[config.mk]
export PLATFORM = sky130hd
export DESIGN_NAME = s1c88
export DESIGN_NICKNAME = d
export VERILOG_FILES = /design/src/rtl/s1c88_pkg.sv /design/src/rtl/s1c88.sv /design/src/rtl/s1c88_alu.sv /design/src/rtl/s1c88_datapath.sv /design/src/rtl/s1c88_sequencer.sv
export SDC_FILE = /design/constraint.sdc
export NUM_CORES = 1
export LEC_CHECK = 0
export BUFFER_PORTS_ARGS = -buffer_cell sky130_fd_sc_hd__buf_2
export CORE_ASPECT_RATIO = 0.75
export CORE_MARGIN = 8
export CORE_UTILIZATION = 44
export CTS_CLUSTER_DIAMETER = 50
export DETAILED_ROUTE_END_ITERATION = 8
export GPL_TIMING_DRIVEN = 1
export PLACE_DENSITY_LB_ADDON = 0.1
export SYNTH_ARGS = -nofsm -noshare
export SYNTH_HDL_FRONTEND = slang
export SYNTH_SLANG_ARGS = --single-unit
[constraint.sdc]
create_clock -name clk -period 1.8 [get_ports clk]
set_input_delay 0.09 -clock clk [delete_from_list [all_inputs] [get_ports clk]]
set_output_delay 0.09 -clock clk [all_outputs]
set_load 0.005 [all_outputs]
[src/rtl/micro_rom.mem]
// one 28-bit microcode word per line, from address 0 up
// misc [27:23] dst2 [22:18] src2, bus [27] wr [26:25] mode [24:20] reg, jump [27:25] cond
// common [15:14] type [13:12] alu [11] flags [10] done [9:5] dst [4:0] src
0000400
000002A
0000400
000004A
0000400
00000AA
000008A
0000400
6080161
0001C2D
6080161
0002C2D
6080161
0003C2D
8104000
0000400
0104000
0000400
00001CA
000800E
0000400
00001CA
600800E
0000400
00001CA
800800E
0000400
00001CA
200800E
0000400
00001CA
400800E
0000400

[src/rtl/opcode_map.mem]
// opcode address, then the microcode start address of that opcode
@02 08
@0A 0A
@22 0C
@45 10
@78 0E
@B0 01
@B1 03
@C5 05
@E4 15
@E5 18
@E6 1B
@E7 1E
@F1 12

[src/rtl/s1c88_pkg.sv]
`default_nettype none

package s1c88_pkg;

    localparam int MICRO_ROM_DEPTH  = 64;
    localparam int OPCODE_MAP_DEPTH = 256;
    localparam int MICRO_ADDR_W     = $clog2(MICRO_ROM_DEPTH);

    // bit positions of the flags inside SC
    localparam int FLAG_ZERO  = 0;
    localparam int FLAG_CARRY = 1;

    // both interrupt mask bits come up set
    localparam logic [7:0] SC_RESET_VALUE = 8'hC0;
    localparam logic [1:0] RESET_DELAY    = 2'd2;

    typedef enum logic [1:0] {
        BUS_IDLE      = 2'd0,
        BUS_MEM_WRITE = 2'd2,
        BUS_MEM_READ  = 2'd3
    } bus_status_t;

    typedef enum logic [1:0] {
        STATE_IDLE    = 2'd0,
        STATE_VECTOR  = 2'd1,
        STATE_EXECUTE = 2'd2
    } seq_state_t;

    typedef enum logic [1:0] {
        MICRO_MISC = 2'd0,
        MICRO_BUS  = 2'd1,
        MICRO_JUMP = 2'd2
    } micro_type_t;

    // register selectors shared by the move and bus fields of the microcode
    typedef enum logic [4:0] {
        MOV_NONE  = 5'h00,
        MOV_A     = 5'h01,
        MOV_B     = 5'h02,
        MOV_BA    = 5'h03,
        MOV_H     = 5'h04,
        MOV_L     = 5'h05,
        MOV_HL    = 5'h06,
        MOV_PCL   = 5'h07,
        MOV_PCH   = 5'h08,
        MOV_SC    = 5'h09,
        MOV_DATA  = 5'h0A,
        MOV_ALU_A = 5'h0B,
        MOV_ALU_B = 5'h0C,
        MOV_ALU_R = 5'h0D,
        MOV_IMML  = 5'h0E,
        MOV_IMMH  = 5'h0F,
        MOV_IMM   = 5'h10
    } mov_reg_t;

    typedef enum logic [1:0] {
        ADDR_HL  = 2'd0,
        ADDR_IMM = 2'd1
    } bus_addr_mode_t;

    typedef enum logic [1:0] {
        ALU_NONE = 2'd0,
        ALU_ADD  = 2'd1,
        ALU_SUB  = 2'd2,
        ALU_AND  = 2'd3
    } alu_op_t;

    typedef enum logic [2:0] {
        COND_NONE = 3'd0,
        COND_C    = 3'd1,
        COND_NC   = 3'd2,
        COND_Z    = 3'd3,
        COND_NZ   = 3'd4
    } jump_cond_t;

    // low 16 bits of every microcode word, in all three views
    // [15:14] type, [13:12] alu op, [11] flag write, [10] done, [9:5] dst, [4:0] src
    typedef struct packed {
        micro_type_t micro_type;
        alu_op_t     alu_op;
        logic        flag_write;
        logic        done;
        mov_reg_t    dst;
        mov_reg_t    src;
    } micro_common_t;

    // misc view: [27:23] second dst, [22:18] second src
    typedef struct packed {
        mov_reg_t      dst_sec;
        mov_reg_t      src_sec;
        logic [1:0]    spare;
        micro_common_t common;
    } micro_misc_t;

    // bus view: [27] write, [26:25] address mode, [24:20] bus register
    typedef struct packed {
        logic           write;
        bus_addr_mode_t addr_mode;
        mov_reg_t       bus_reg;
        logic [3:0]     spare;
        micro_common_t  common;
    } micro_bus_t;

    // jump view: [27:25] condition, the offset is the value of the main source
    typedef struct packed {
        jump_cond_t    cond;
        logic [8:0]    spare;
        micro_common_t common;
    } micro_jump_t;

    typedef union packed {
        micro_misc_t misc;
        micro_bus_t  bus;
        micro_jump_t jump;
    } micro_op_t;

    localparam int MICRO_WIDTH = $bits(micro_op_t);

    typedef struct packed {
        logic       pk;
        seq_state_t state;
        logic       fetch;
        logic [1:0] vector_step;
        micro_op_t  micro;
    } seq_ctrl_t;

endpackage

`default_nettype wire

[src/rtl/s1c88.sv]
`timescale 1ns/1ps
`default_nettype none

module s1c88
    import s1c88_pkg::*;
(
    input  logic        clk,
    input  logic        reset,
    input  logic [7:0]  data_in,
    output logic        pk,
    output logic [7:0]  data_out,
    output logic [23:0] address_out,
    output bus_status_t bus_status,
    output logic        read,
    output logic        write,
    output logic        sync,
    output logic        iack
);
    seq_ctrl_t seq_ctrl;

    s1c88_sequencer i_sequencer
    (
        .clk      (clk),
        .reset    (reset),
        .data_in  (data_in),
        .seq_ctrl (seq_ctrl),
        .pk       (pk),
        .sync     (sync),
        .iack     (iack)
    );

    s1c88_datapath i_datapath
    (
        .clk         (clk),
        .reset       (reset),
        .data_in     (data_in),
        .seq_ctrl    (seq_ctrl),
        .address_out (address_out),
        .data_out    (data_out),
        .bus_status  (bus_status),
        .read        (read),
        .write       (write)
    );

endmodule

`default_nettype wire

[src/rtl/s1c88_alu.sv]
`timescale 1ns/1ps
`default_nettype none

module s1c88_alu
    import s1c88_pkg::*;
(
    input  alu_op_t    op,
    input  logic [7:0] a,
    input  logic [7:0] b,
    output logic [7:0] result,
    output logic       zero,
    output logic       carry
);
    // one extra bit holds the carry out of ADD and the borrow of SUB
    logic [8:0] wide;

    always_comb
    begin
        case (op)
            ALU_ADD:
            begin
                wide = {1'b0, a} + {1'b0, b};
            end
            ALU_SUB:
            begin
                // a borrow wraps into bit 8
                wide = {1'b0, a} - {1'b0, b};
            end
            ALU_AND:
            begin
                wide = {1'b0, a & b};
            end
            default:
            begin
                wide = {1'b0, a};
            end
        endcase
    end

    assign result = wide[7:0];
    assign carry  = wide[8];
    assign zero   = (wide[7:0] == 8'd0);

endmodule

`default_nettype wire

[src/rtl/s1c88_datapath.sv]
`timescale 1ns/1ps
`default_nettype none

module s1c88_datapath
    import s1c88_pkg::*;
(
    input  logic        clk,
    input  logic        reset,
    input  logic [7:0]  data_in,
    input  seq_ctrl_t   seq_ctrl,
    output logic [23:0] address_out,
    output logic [7:0]  data_out,
    output bus_status_t bus_status,
    output logic        read,
    output logic        write
);
    logic [7:0]    sc;
    logic [7:0]    sc_n;
    logic [15:0]   pc;
    logic [15:0]   pc_n;
    logic [15:0]   top_address;
    logic [15:0]   top_address_n;
    logic [15:0]   ba;
    logic [15:0]   ba_n;
    logic [15:0]   hl;
    logic [15:0]   hl_n;
    logic [15:0]   imm;
    logic [15:0]   imm_n;
    logic [7:0]    alu_a;
    logic [7:0]    alu_a_n;
    logic [7:0]    alu_b;
    logic [7:0]    alu_b_n;
    logic [7:0]    alu_result;
    logic          alu_zero;
    logic          alu_carry;
    logic [15:0]   main_value;
    logic [15:0]   sec_value;
    logic [15:0]   bus_value;
    logic          jump_taken;
    logic          apply_step;
    micro_op_t     micro;
    micro_common_t step;

    assign micro      = seq_ctrl.micro;
    assign step       = micro.misc.common;
    assign apply_step = seq_ctrl.pk && (seq_ctrl.state == STATE_EXECUTE);

    s1c88_alu i_alu
    (
        .op     (step.alu_op),
        .a      (alu_a),
        .b      (alu_b),
        .result (alu_result),
        .zero   (alu_zero),
        .carry  (alu_carry)
    );

    function automatic logic [15:0] reg_value(input mov_reg_t id);
        case (id)
            MOV_A:     reg_value = {8'd0, ba[7:0]};
            MOV_B:     reg_value = {8'd0, ba[15:8]};
            MOV_BA:    reg_value = ba;
            MOV_H:     reg_value = {8'd0, hl[15:8]};
            MOV_L:     reg_value = {8'd0, hl[7:0]};
            MOV_HL:    reg_value = hl;
            MOV_PCL:   reg_value = {8'd0, pc[7:0]};
            MOV_PCH:   reg_value = {8'd0, pc[15:8]};
            MOV_SC:    reg_value = {8'd0, sc};
            MOV_DATA:  reg_value = {8'd0, data_in};
            MOV_ALU_A: reg_value = {8'd0, alu_a};
            MOV_ALU_B: reg_value = {8'd0, alu_b};
            MOV_ALU_R: reg_value = {8'd0, alu_result};
            MOV_IMML:  reg_value = {8'd0, imm[7:0]};
            MOV_IMMH:  reg_value = {8'd0, imm[15:8]};
            MOV_IMM:   reg_value = imm;
            default:   reg_value = 16'd0;
        endcase
    endfunction

    // DATA and ALU_R are sources only, a write to them is dropped
    task automatic write_reg(input mov_reg_t id, input logic [15:0] value);
        case (id)
            MOV_A:     ba_n[7:0] = value[7:0];
            MOV_B:     ba_n[15:8] = value[7:0];
            MOV_BA:    ba_n = value;
            MOV_H:     hl_n[15:8] = value[7:0];
            MOV_L:     hl_n[7:0] = value[7:0];
            MOV_HL:    hl_n = value;
            MOV_PCL:   pc_n[7:0] = value[7:0];
            MOV_PCH:   pc_n[15:8] = value[7:0];
            MOV_SC:    sc_n = value[7:0];
            MOV_ALU_A: alu_a_n = value[7:0];
            MOV_ALU_B: alu_b_n = value[7:0];
            MOV_IMML:  imm_n[7:0] = value[7:0];
            MOV_IMMH:  imm_n[15:8] = value[7:0];
            MOV_IMM:   imm_n = value;
            default:   ;
        endcase
    endtask

    always_comb
    begin
        main_value = reg_value(step.src);
        sec_value  = reg_value(micro.misc.src_sec);
        bus_value  = reg_value(micro.bus.bus_reg);
        case (micro.jump.cond)
            COND_NONE: jump_taken = 1'b1;
            COND_C:    jump_taken = sc[FLAG_CARRY];
            COND_NC:   jump_taken = !sc[FLAG_CARRY];
            COND_Z:    jump_taken = sc[FLAG_ZERO];
            COND_NZ:   jump_taken = !sc[FLAG_ZERO];
            default:   jump_taken = 1'b0;
        endcase
    end

    // everything changes at the edge that ends the data phase
    always_comb
    begin
        sc_n          = sc;
        pc_n          = pc;
        top_address_n = top_address;
        ba_n          = ba;
        hl_n          = hl;
        imm_n         = imm;
        alu_a_n       = alu_a;
        alu_b_n       = alu_b;
        if (seq_ctrl.pk && seq_ctrl.state == STATE_VECTOR)
        begin
            if (seq_ctrl.vector_step[0])
                pc_n[15:8] = data_in;
            else
                pc_n[7:0] = data_in;
        end
        if (apply_step)
        begin
            if (seq_ctrl.fetch)
            begin
                top_address_n = pc;
                pc_n          = pc + 16'd1;
            end
            else if (step.src == MOV_DATA)
            begin
                pc_n = pc + 16'd1;
            end
            if (step.micro_type == MICRO_MISC)
                write_reg(micro.misc.dst_sec, sec_value);
            else if (step.micro_type == MICRO_BUS && !micro.bus.write)
                write_reg(micro.bus.bus_reg, {8'd0, data_in});
            write_reg(step.dst, main_value);
            if (step.flag_write)
            begin
                sc_n[FLAG_ZERO] = alu_zero;
                // AND leaves the carry as it was
                if (step.alu_op != ALU_AND)
                    sc_n[FLAG_CARRY] = alu_carry;
            end
            if (step.micro_type == MICRO_JUMP && jump_taken)
                pc_n = top_address + 16'd2 + {{8{main_value[7]}}, main_value[7:0]};
        end
    end

    always_ff @(posedge clk or posedge reset)
    begin
        if (reset)
        begin
            sc          <= SC_RESET_VALUE;
            pc          <= 16'd0;
            top_address <= 16'd0;
        end
        else
        begin
            sc          <= sc_n;
            pc          <= pc_n;
            top_address <= top_address_n;
        end
    end

    always_ff @(posedge clk)
    begin
        ba    <= ba_n;
        hl    <= hl_n;
        imm   <= imm_n;
        alu_a <= alu_a_n;
        alu_b <= alu_b_n;
    end

    // the opcode fetch wins over any bus request of the done step
    always_comb
    begin
        address_out = '1;
        bus_status  = BUS_IDLE;
        data_out    = bus_value[7:0];
        case (seq_ctrl.state)
            STATE_VECTOR:
            begin
                address_out = {8'd0, 14'd0, seq_ctrl.vector_step};
                bus_status  = BUS_MEM_READ;
            end
            STATE_EXECUTE:
            begin
                address_out = {8'd0, pc};
                if (seq_ctrl.fetch)
                begin
                    bus_status = BUS_MEM_READ;
                end
                else if (step.micro_type == MICRO_BUS)
                begin
                    address_out = {8'd0, (micro.bus.addr_mode == ADDR_HL) ? hl : imm};
                    bus_status  = micro.bus.write ? BUS_MEM_WRITE : BUS_MEM_READ;
                end
                else if (step.src == MOV_DATA)
                begin
                    bus_status = BUS_MEM_READ;
                end
            end
            default:
            begin
            end
        endcase
    end

    assign read  = !seq_ctrl.pk && (bus_status == BUS_MEM_READ);
    assign write = !seq_ctrl.pk && (bus_status == BUS_MEM_WRITE);

endmodule

`default_nettype wire

[src/rtl/s1c88_sequencer.sv]
`timescale 1ns/1ps
`default_nettype none

module s1c88_sequencer
    import s1c88_pkg::*;
(
    input  logic       clk,
    input  logic       reset,
    input  logic [7:0] data_in,
    output seq_ctrl_t  seq_ctrl,
    output logic       pk,
    output logic       sync,
    output logic       iack
);
    logic [MICRO_ADDR_W-1:0] opcode_map [OPCODE_MAP_DEPTH];
    logic [MICRO_WIDTH-1:0]  micro_rom [MICRO_ROM_DEPTH];

    seq_state_t              state;
    logic [1:0]              reset_count;
    logic [1:0]              vector_step;
    logic [3:0]              micro_step;
    logic [7:0]              opcode;
    logic [MICRO_ADDR_W-1:0] micro_addr;
    micro_op_t               micro_op;
    logic                    done;
    logic                    fetch;

    // unmapped opcodes and unused words read as zero, so they land on the nop
    initial
    begin
        foreach (opcode_map[i])
            opcode_map[i] = '0;
        foreach (micro_rom[i])
            micro_rom[i] = '0;
        $readmemh("/design/src/rtl/opcode_map.mem", opcode_map);
        $readmemh("/design/src/rtl/micro_rom.mem", micro_rom);
    end

    // the start address of the instruction plus the step inside it
    assign micro_addr = opcode_map[opcode] + MICRO_ADDR_W'(micro_step);
    assign micro_op   = micro_op_t'(micro_rom[micro_addr]);
    assign done       = micro_op.misc.common.done;

    // the done step always shares its bus cycle with the next opcode fetch
    assign fetch = (state == STATE_EXECUTE) && done;

    always_ff @(posedge clk or posedge reset)
    begin
        if (reset)
        begin
            pk          <= 1'b0;
            state       <= STATE_IDLE;
            reset_count <= 2'd0;
            vector_step <= 2'd0;
            micro_step  <= 4'd0;
            opcode      <= 8'h00;
        end
        else
        begin
            case (state)
                STATE_IDLE:
                begin
                    reset_count <= reset_count + 2'd1;
                    if (reset_count == RESET_DELAY - 2'd1)
                        state <= STATE_VECTOR;
                end
                STATE_VECTOR:
                begin
                    pk <= ~pk;
                    // step 0 reads the low PC byte, step 1 the high byte
                    if (pk)
                    begin
                        vector_step <= vector_step + 2'd1;
                        if (vector_step == 2'd1)
                            state <= STATE_EXECUTE;
                    end
                end
                STATE_EXECUTE:
                begin
                    pk <= ~pk;
                    if (pk)
                    begin
                        if (done)
                        begin
                            opcode     <= data_in;
                            micro_step <= 4'd0;
                        end
                        else
                        begin
                            micro_step <= micro_step + 4'd1;
                        end
                    end
                end
                default:
                begin
                    state <= STATE_IDLE;
                end
            endcase
        end
    end

    assign sync = fetch && !pk;
    assign iack = (state == STATE_VECTOR);

    assign seq_ctrl.pk          = pk;
    assign seq_ctrl.state       = state;
    assign seq_ctrl.fetch       = fetch;
    assign seq_ctrl.vector_step = vector_step;
    assign seq_ctrl.micro       = micro_op;

endmodule

`default_nettype wire

== Word-level counts from Yosys, hierarchy flattened ==
Index checks and enable logic that the tools add are counted.

* Reductions and logical operators: 60
* Muxes and demuxes: 74
* Equality and inequality tests: 105
* Bitwise gates (word level): 3
* Add/sub/neg operators: 7

{| class="wikitable"
|+ Operators with widths
! operator !! count
|-
| 16-bit case mux with 16 select lines || 2
|-
| 8-bit 2-to-1 mux || 32
|-
| 16-bit 2-to-1 mux || 15
|-
| 5-bit by 4-bit equality test with 1-bit output (both inputs constant) || 36
|-
| 8-bit case mux with 2 select lines || 9
|-
| 8-bit case mux with 16 select lines || 1
|-
| 5-bit by 3-bit equality test with 1-bit output (both inputs constant) || 20
|-
| 5-bit by 2-bit equality test with 1-bit output (both inputs constant) || 10
|-
| 24-bit case mux with 2 select lines || 1
|-
| 4-bit AND reduction || 11
|-
| 3-bit nonzero test || 12
|-
| 9-bit case mux with 3 select lines || 1
|-
| 5-bit by 1-bit equality test with 1-bit output (both inputs constant) || 5
|-
| 5-bit equality test (both inputs constant) || 5
|-
| 24-bit 2-to-1 mux || 1
|-
| 4-bit nonzero test || 5
|-
| 2-bit OR reduction || 10
|-
| 3-bit inequality test (second input constant) || 6
|-
| 16-bit by 1-bit adder with 16-bit output (second input constant) || 1
|-
| 16-bit adder || 1
|-
| 16-bit by 2-bit adder with 16-bit output (second input constant) || 1
|-
| 5-bit inequality test (second input constant) || 3
|-
| 5-bit nonzero test || 3
|-
| 2-bit 2-to-1 mux || 7
|-
| other kinds (28) || 51
|}

* Bits in registers: 111
* Bits of input ports: 10
* Output and inout port bits: 39

== Depth between registers and ports, before layout ==
Gate-level depths: netlist of the first run.

* Depth after elaboration: 11
* Gate-level depth with buffers: 7
* Depth with buffers taken out: 5

== Cells and area by module ==
Synthesis of the first run repeated with hierarchy kept, for this count alone.

* Cell total of the unflattened synthesis: 1,580
* Area total of the unflattened synthesis: 12,642.1 um^2

{| class="wikitable"
|+ By module, submodules not included
! module !! seq. area each (um^2) !! instances !! area an instance (um^2) !! cells an instance
|-
| s1c88_datapath || 2,925.3 || 1 || 11,283.3 || 1,412
|-
| s1c88_alu || 0.0 || 1 || 747.0 || 105
|-
| s1c88_sequencer || 175.2 || 1 || 611.8 || 63
|}

== Least setup slack after synthesis of the first run ==
No wires, ideal clock.

* Kind: flip-flop to flip-flop
* From: register i_sequencer.state[1]
* To: register i_sequencer.state[0]
* Data arrival time: 1.575 ns
* Path buffers: 1
* Setup slack: 0.098 ns
* Clock period less this slack: 1.702 ns
* Library setup time: 0.128 ns
* Stages on the path, launching flop included: 7
* Cell sequence: dfrtp_1 inv_1 ha_1 buf_2 nor2b_4 a2111oi_2 mux2_1

* Cells in the longest elaborated chain, start to end: 3

{| class="wikitable"
|+ RTL lines
! item !! RTL line !! text
|-
| start, declared || s1c88_sequencer.sv:18 || <nowiki>seq_state_t state;</nowiki>
|-
| start signal, assigned || s1c88_sequencer.sv:52 || <nowiki>state <= STATE_IDLE;</nowiki>
|-
| start signal, assigned || s1c88_sequencer.sv:65 || <nowiki>state <= STATE_VECTOR;</nowiki>
|-
| start signal, assigned || s1c88_sequencer.sv:75 || <nowiki>state <= STATE_EXECUTE;</nowiki>
|-
| 2-bit by 1-bit equality test with 1-bit output (tied with other cells) || s1c88_sequencer.sv:60 || <nowiki>case (state)</nowiki>
|-
| 2-bit by 1-bit inequality test with 1-bit output (no source line) or 1-bit inverter (tied branches) || n/a ||
|-
| 4-bit AND reduction (no source line) || n/a ||
|}

Parallel ways exist; a longest one is shown, timed or not.
A chain may end at the register's enable or synchronous reset.

== Final worst setup path of the first run ==
* From: register i_sequencer.state[0]
* To: register i_sequencer.state[0]

The elaborated chain is that of the path after synthesis.

==> results.toml, run 1 <==
[outcome]
status = "complete, no violations"

[clock_network]
cts_root_buffer = "clkbuf_8"
clkTransAtPathRegs_ns = 0.08
cts_buffers = 3
cts.path.max_buffers = 2
clock_latency_ns = 0.26
cts_sinks = 23
cts_tree = "yes"
htreeDepth = 1

[finish]
multi_input_area_sq_um = 599
area_growth_pct = 16.3
final_core_util_pct = 53.6
n_antenna_cell = 0
fin_area_sq_um = 1590
nets = 181
num-fill-cells = 279
drive_gt1_share_pct = 43.8
final-seq-area_sq_um = 576

[synth]
post_synth_instance_area_sq_um = 1360
syn_avg_cell_area_sq_um = 10.6
synth_seq_cells = 23
seq_area_frac_synth_pct = 42.2
yosysMostFrequentCell = "dfrtp_1"
synth_top_area_share_pct = 42.2
synth_area_leaders = "dfrtp_1, buf_4, mux2_4"
synth.largest_area_cell = "dfrtp_1"
yosysWarningCount = 0
synthTopCellsByCount = "dfrtp_1, buf_4, inv_1"
synthArstFlopShare_pct = 100
postSynthCellCount = 128
ys.flop_type = "dfrtp_1"
ys_types = 26
synth-edff-count = 0

[drt]
vias_per_cell = 4.62
ant_nets = 0
drt_iter0_drc = 32
wirelength_um = 2850
routed-via-count = 923
drc = 0
routedWlPerCell_um = 14.3
first_pass_iters = 4

[timing]
setup_viol = 0
layout_min_cycle_time_ns = 1.72
worst_slack_ns = 0.0826
skew_ns = 0.00392
fin_hold_ws_ns = 0.0678
max_freq_mhz = 582
slew_viol_final = 0
rsz0062_at_grt = "yes"
finalHoldViolations = 0
setup_tns_ns = 0
period_share_pct = 95.4

[placement]
place_ws_ns = -0.0503
place_hpwl_um = 2200
port_buffers = 38
dpl_cell_area_sq_um = 1490
place_congestion = 0.718

[critical_path]
path_class = "flop to flop"
worstSetupStartpointType = "flop"
crit_path_end_kind = "flop"
critical_path_arrival_ns = 1.87
cp_max_fo = 4
worst_ep_required_time_ns = 1.95

[global_route]
grt_pass1_wl_um = 4730
antenna_found_initial = 0
grt_pass1_vias = 962
grt-ovfl-total = 0
track_usage_pct = 11.2
grt_max_degree = 24

[min_path]
hp-class = "primary input to flop"

[power_and_ir_drop]
ir_worst_vdd_v = 0.000463
power.leakage_uw = 0.000905
power.density_nw_per_um2 = 603

[floorplan]
die_h_um = 64.2
die_area_sq_um = 5150
core.rowCount = 17
io_pins = 49
die_x_um = 80.3
core-area_sq_um = 2960
start_util_pct = 46.1

[job]
drv_cap = 0
==> worst max-delay path, stage by stage (launching register included) <==
cell and delay [ns]:
dfrtp_1 0.39, inv_1 0.11, ha_1 0.27, nor2b_1 0.20, a2111oi_4 0.29, mux2_1 0.35
==> metrics by stage <==
stage / total power [uW] / std cells
floorplan: 620 / 137
finish: 955 / 200
CTS: 974 / 198
global route: 998 / 200
global placement: 644 / 193
detailed placement: 646 / 193
==> per-layer routing <==
metal	share of wire, %	track usage (%)	vias up
li1	-	-	452
met1	42	13.5	447
met2	51	19.0	22
met3	6.7	4.19	2
met4	0.21	1.36	0
met5	0	0	-
==> state kept, by name, summed over array words and instances (netlist names) <==
register,flops
i_sequencer.pk,1
i_datapath.pc,16
i_sequencer.reset_count,2
i_sequencer.vector_step,2
i_sequencer.state,2
==> worst paths after layout <==
kind,startpoint,to,slack (ns),cells after the start
worst max-delay path,i_sequencer.state[0],i_sequencer.state[0],0.08,5
max in group asynchronous,reset,i_datapath.pc[8],1.17,4
worst max register to register,i_sequencer.state[0],i_sequencer.state[0],0.08,5
min in group asynchronous,reset,i_datapath.pc[2],0.40,4
worst min-delay path,data_in[3],i_datapath.pc[3],0.07,2
worst min register to register,i_sequencer.reset_count[0],i_sequencer.reset_count[0],0.47,1
==> cell families (layout without fill, tap and decap cells) <==
logic type	count (synthesis)	after routing	synth area share [%]
XOR/XNOR	2	2	1.29
buffers and inverters	43	68	17.7
AO/OA/AOI/OAI	20	20	9.00
flip-flops	23	23	42.2
adder cells (fa/ha/maj)	8	8	7.35
multiplexers	17	17	16.3
AND/OR/NAND/NOR	14	14	5.88
other	1	10	0.275
==> cell usage in the layout, fill, tap and decap left out, drive strengths merged <==
| cell | count |
|---|---|
| buf | 44 |
| dfrtp | 23 |
| inv | 19 |
| mux2 | 17 |
| a21oi | 13 |
| conb | 10 |
| ha | 8 |
| nand2 | 6 |
| o21ai | 3 |
| clkbuf | 3 |
| nor2b | 3 |
| xor2 | 2 |
| a221o | 2 |
| nor2 | 1 |
| nand3 | 1 |
| or2 | 1 |
| nor4 | 1 |
| or4 | 1 |
| o21a | 1 |
| a2111oi | 1 |
| clkinv | 1 |
| dlygate4sd3 | 1 |
==> repair_timing <==
action                                 in CTS  in global routing
buffers inserted                            0                  2
gates cloned                                0                  0
setup endpoints to repair                   8                 24
hold buffers                                1                  0
endpoints found under the hold margin      23                  0
gates resized for setup                     2                  4
==> power breakdown <==
group	leakage (uW)	total, uW	internal (uW)	switching (uW)
clock network	0.0000255	320	155	165
registers	0.000264	544	534	9.97
logic	0.000616	91.3	48.9	42.4
total	0.000905	955	738	217
==> cell type report <==
type | count | area share [%]
Multi-Input combinational cell | 71 | 37.8
Sequential cell | 23 | 36.3
Timing Repair Buffer | 45 | 15.5
Inverter | 19 | 4.50
Tap cell | 38 | 3.00
Clock buffer | 3 | 2.60
Clock inverter | 1 | 0.316
(Power assumes the default switching activity.)
==> inputs of run 2 (changes only) <==
CORE_ASPECT_RATIO = not set   (was 0.75)
==> run 2 against run 1 <==
First-iteration DRC count increased by 9.4%. Largest cell class unchanged. Critical path depth unchanged. Combinational power increased by 4.9%. Cell count increased by 2.0%. Design area increased by 7.6%. Core utilization increased by 3.2 points. Die area decreased by 0.35%. Setup slack got worse by 0.064 ns. Non-clock buffer count increased by 9. Total power decreased by 7.7%.
==> results.toml, run 2 (synthesis gave the netlist of run 1 again) <==
[outcome]
status = "complete, no violations"

[min_path]
hp-class = "primary input to flop"
min_path_cells = 2
hold_start = "data_in[7]"

[placement]
place_congestion = 0.685
place_hpwl_um = 2090
port_buffers = 38
dp_cells = 190
dpl_cell_area_sq_um = 1500

[clock_network]
cts_root_buffer = "clkbuf_4"
htreeDepth = 1
cts_tree = "yes"
cts_buffers = 3
cts_sinks = 23
clkTransAtPathRegs_ns = 0.13
clock_latency_ns = 0.30
cts.path.max_buffers = 2

[timing]
worstMarginPinSlew_ns = 0.534
fin_hold_ws_ns = 0.0230
finalHoldViolations = 0
layout_min_cycle_time_ns = 1.78
relSlewSlack_pct = 64.4
period_share_pct = 99.0
setup_viol = 0
rsz0062_at_grt = "yes"
skew_ns = 0.00754
slew_viol_final = 0
max_freq_mhz = 561

[power_and_ir_drop]
ir_worst_vdd_v = 0.000461
power.density_nw_per_um2 = 517
power.leakage_uw = 0.000939

[critical_path]
crit_path_end_kind = "primary output"
rr_startpoint = "i_sequencer.state[0]"
critical_path_arrival_ns = 1.69
startpoint = "i_sequencer.state[0]"
path_class = "flop to primary output"
cp_max_fo = 5
worst_ep_required_time_ns = 1.71
worstSetupStartpointType = "flop"
r2r_cells = 5

[finish]
fin_cells = 204
top_register = "i_datapath.pc"
final_cell_mix = "buf_2, dfrtp_1, inv_1"
n_antenna_cell = 0
final_common_cell = "buf_2"
drive_gt1_share_pct = 53.8
largest_reg_flops = 16
fin_area_sq_um = 1710
area_growth_pct = 25.2
nets = 190

[job]
drv_cap = 0

[drt]
drc = 0
vias_per_cell = 4.70
first_pass_iters = 4
ant_nets = 0
drt_iter0_drc = 35
routedWlPerCell_um = 14.4
routed-via-count = 958
wirelength_um = 2930

[global_route]
antenna_found_initial = 0
grt_pass1_vias = 965
grt-ovfl-total = 0
grt_max_degree = 24
grt_pass1_wl_um = 4410
track_usage_pct = 10.4

[floorplan]
die_h_um = 71.7
start_util_pct = 45.4
core-area_sq_um = 3000
core.rowCount = 20
die_x_um = 71.7
io_pins = 49
die_area_sq_um = 5130
## run 2: cell count changes in the layout (fill, tap and decap cells not counted), sizes merged
| cell | before | now |
|---|---|---|
| buf | 44 | 53 |
| clkinvlp | 0 | 1 |
| clkbuf | 3 | 4 |
| inv | 19 | 18 |
| clkinv | 1 | 0 |
## run 2: power by group
| part | total, uW | leakage, uW | internal (uW) | switching (uW) |
|---|---|---|---|---|
| Combinational | 95.8 | 0.000662 | 51.5 | 44.3 |
| Clock | 241 | 0.0000150 | 86.2 | 155 |
| Sequential | 545 | 0.000262 | 535 | 10.3 |
| Total | 882 | 0.000939 | 672 | 209 |
## run 2: final cells by class
cell class | count | area, sq um
Clock buffer | 4 | 26.3
Inverter | 19 | 80.1
Fill cell | 264 | 1300
Sequential cell | 23 | 577
Multi-Input combinational cell | 71 | 657
Tap cell | 33 | 41.3
Timing Repair Buffer | 54 | 324
## run 2: metrics by stage
step           utilization [%]  setup TNS (ns)  power, uW  setup WS [ns]
3_5_place_dp              50.0               0        645        0.00457
5_1_grt                   56.8          -0.301        931        -0.0776
3_3_place_gp              50.0               0        642         0.0503
2_1_floorplan                -               0        620         0.0978
4_1_cts                   51.3          -0.401        892        -0.0413
6_report                  56.8               0        882         0.0183
## run 2: worst max-delay path, cell delays in order, from the launching register on
cell and delay, ns:
dfrtp_2 0.46, clkinvlp_4 0.18, ha_4 0.33, inv_6 0.04
a221o_1 0.25, buf_2 0.13
## run 2: path summary, 6_finish.rpt
path	slack, ns	end
setup / recovery	0.02	address_out[0]
setup reg to reg	0.09	i_sequencer.state[0]
hold reg to reg	0.49	i_sequencer.reset_count[0]
hold / removal	0.02	i_datapath.pc[7]
max in group asynchronous	1.20	i_sequencer.state[0]
min in group asynchronous	0.36	i_datapath.pc[13]
## run 2: routing by layer
layer / up-vias / GRT usage [%] / part of all wire (%)
met1: 446 / 12.0 / 45
met3: 2 / 4.18 / 9.0
met5: - / 0 / 0
met2: 38 / 17.6 / 45
li1: 472 / - / -
met4: 0 / 2.04 / 0.31
## run 2: what timing repair did
| item | 4_1_cts | 5_1_grt |
|---|---|---|
| pin swaps | 0 | 3 |
| endpoints found under the setup margin | 20 | 23 |
| hold endpoints to repair | 23 | 0 |
| gates resized for setup | 1 | 26 |
| setup buffers | 0 | 8 |
| gates cloned | 0 | 1 |
| hold buffers | 1 | 0 |
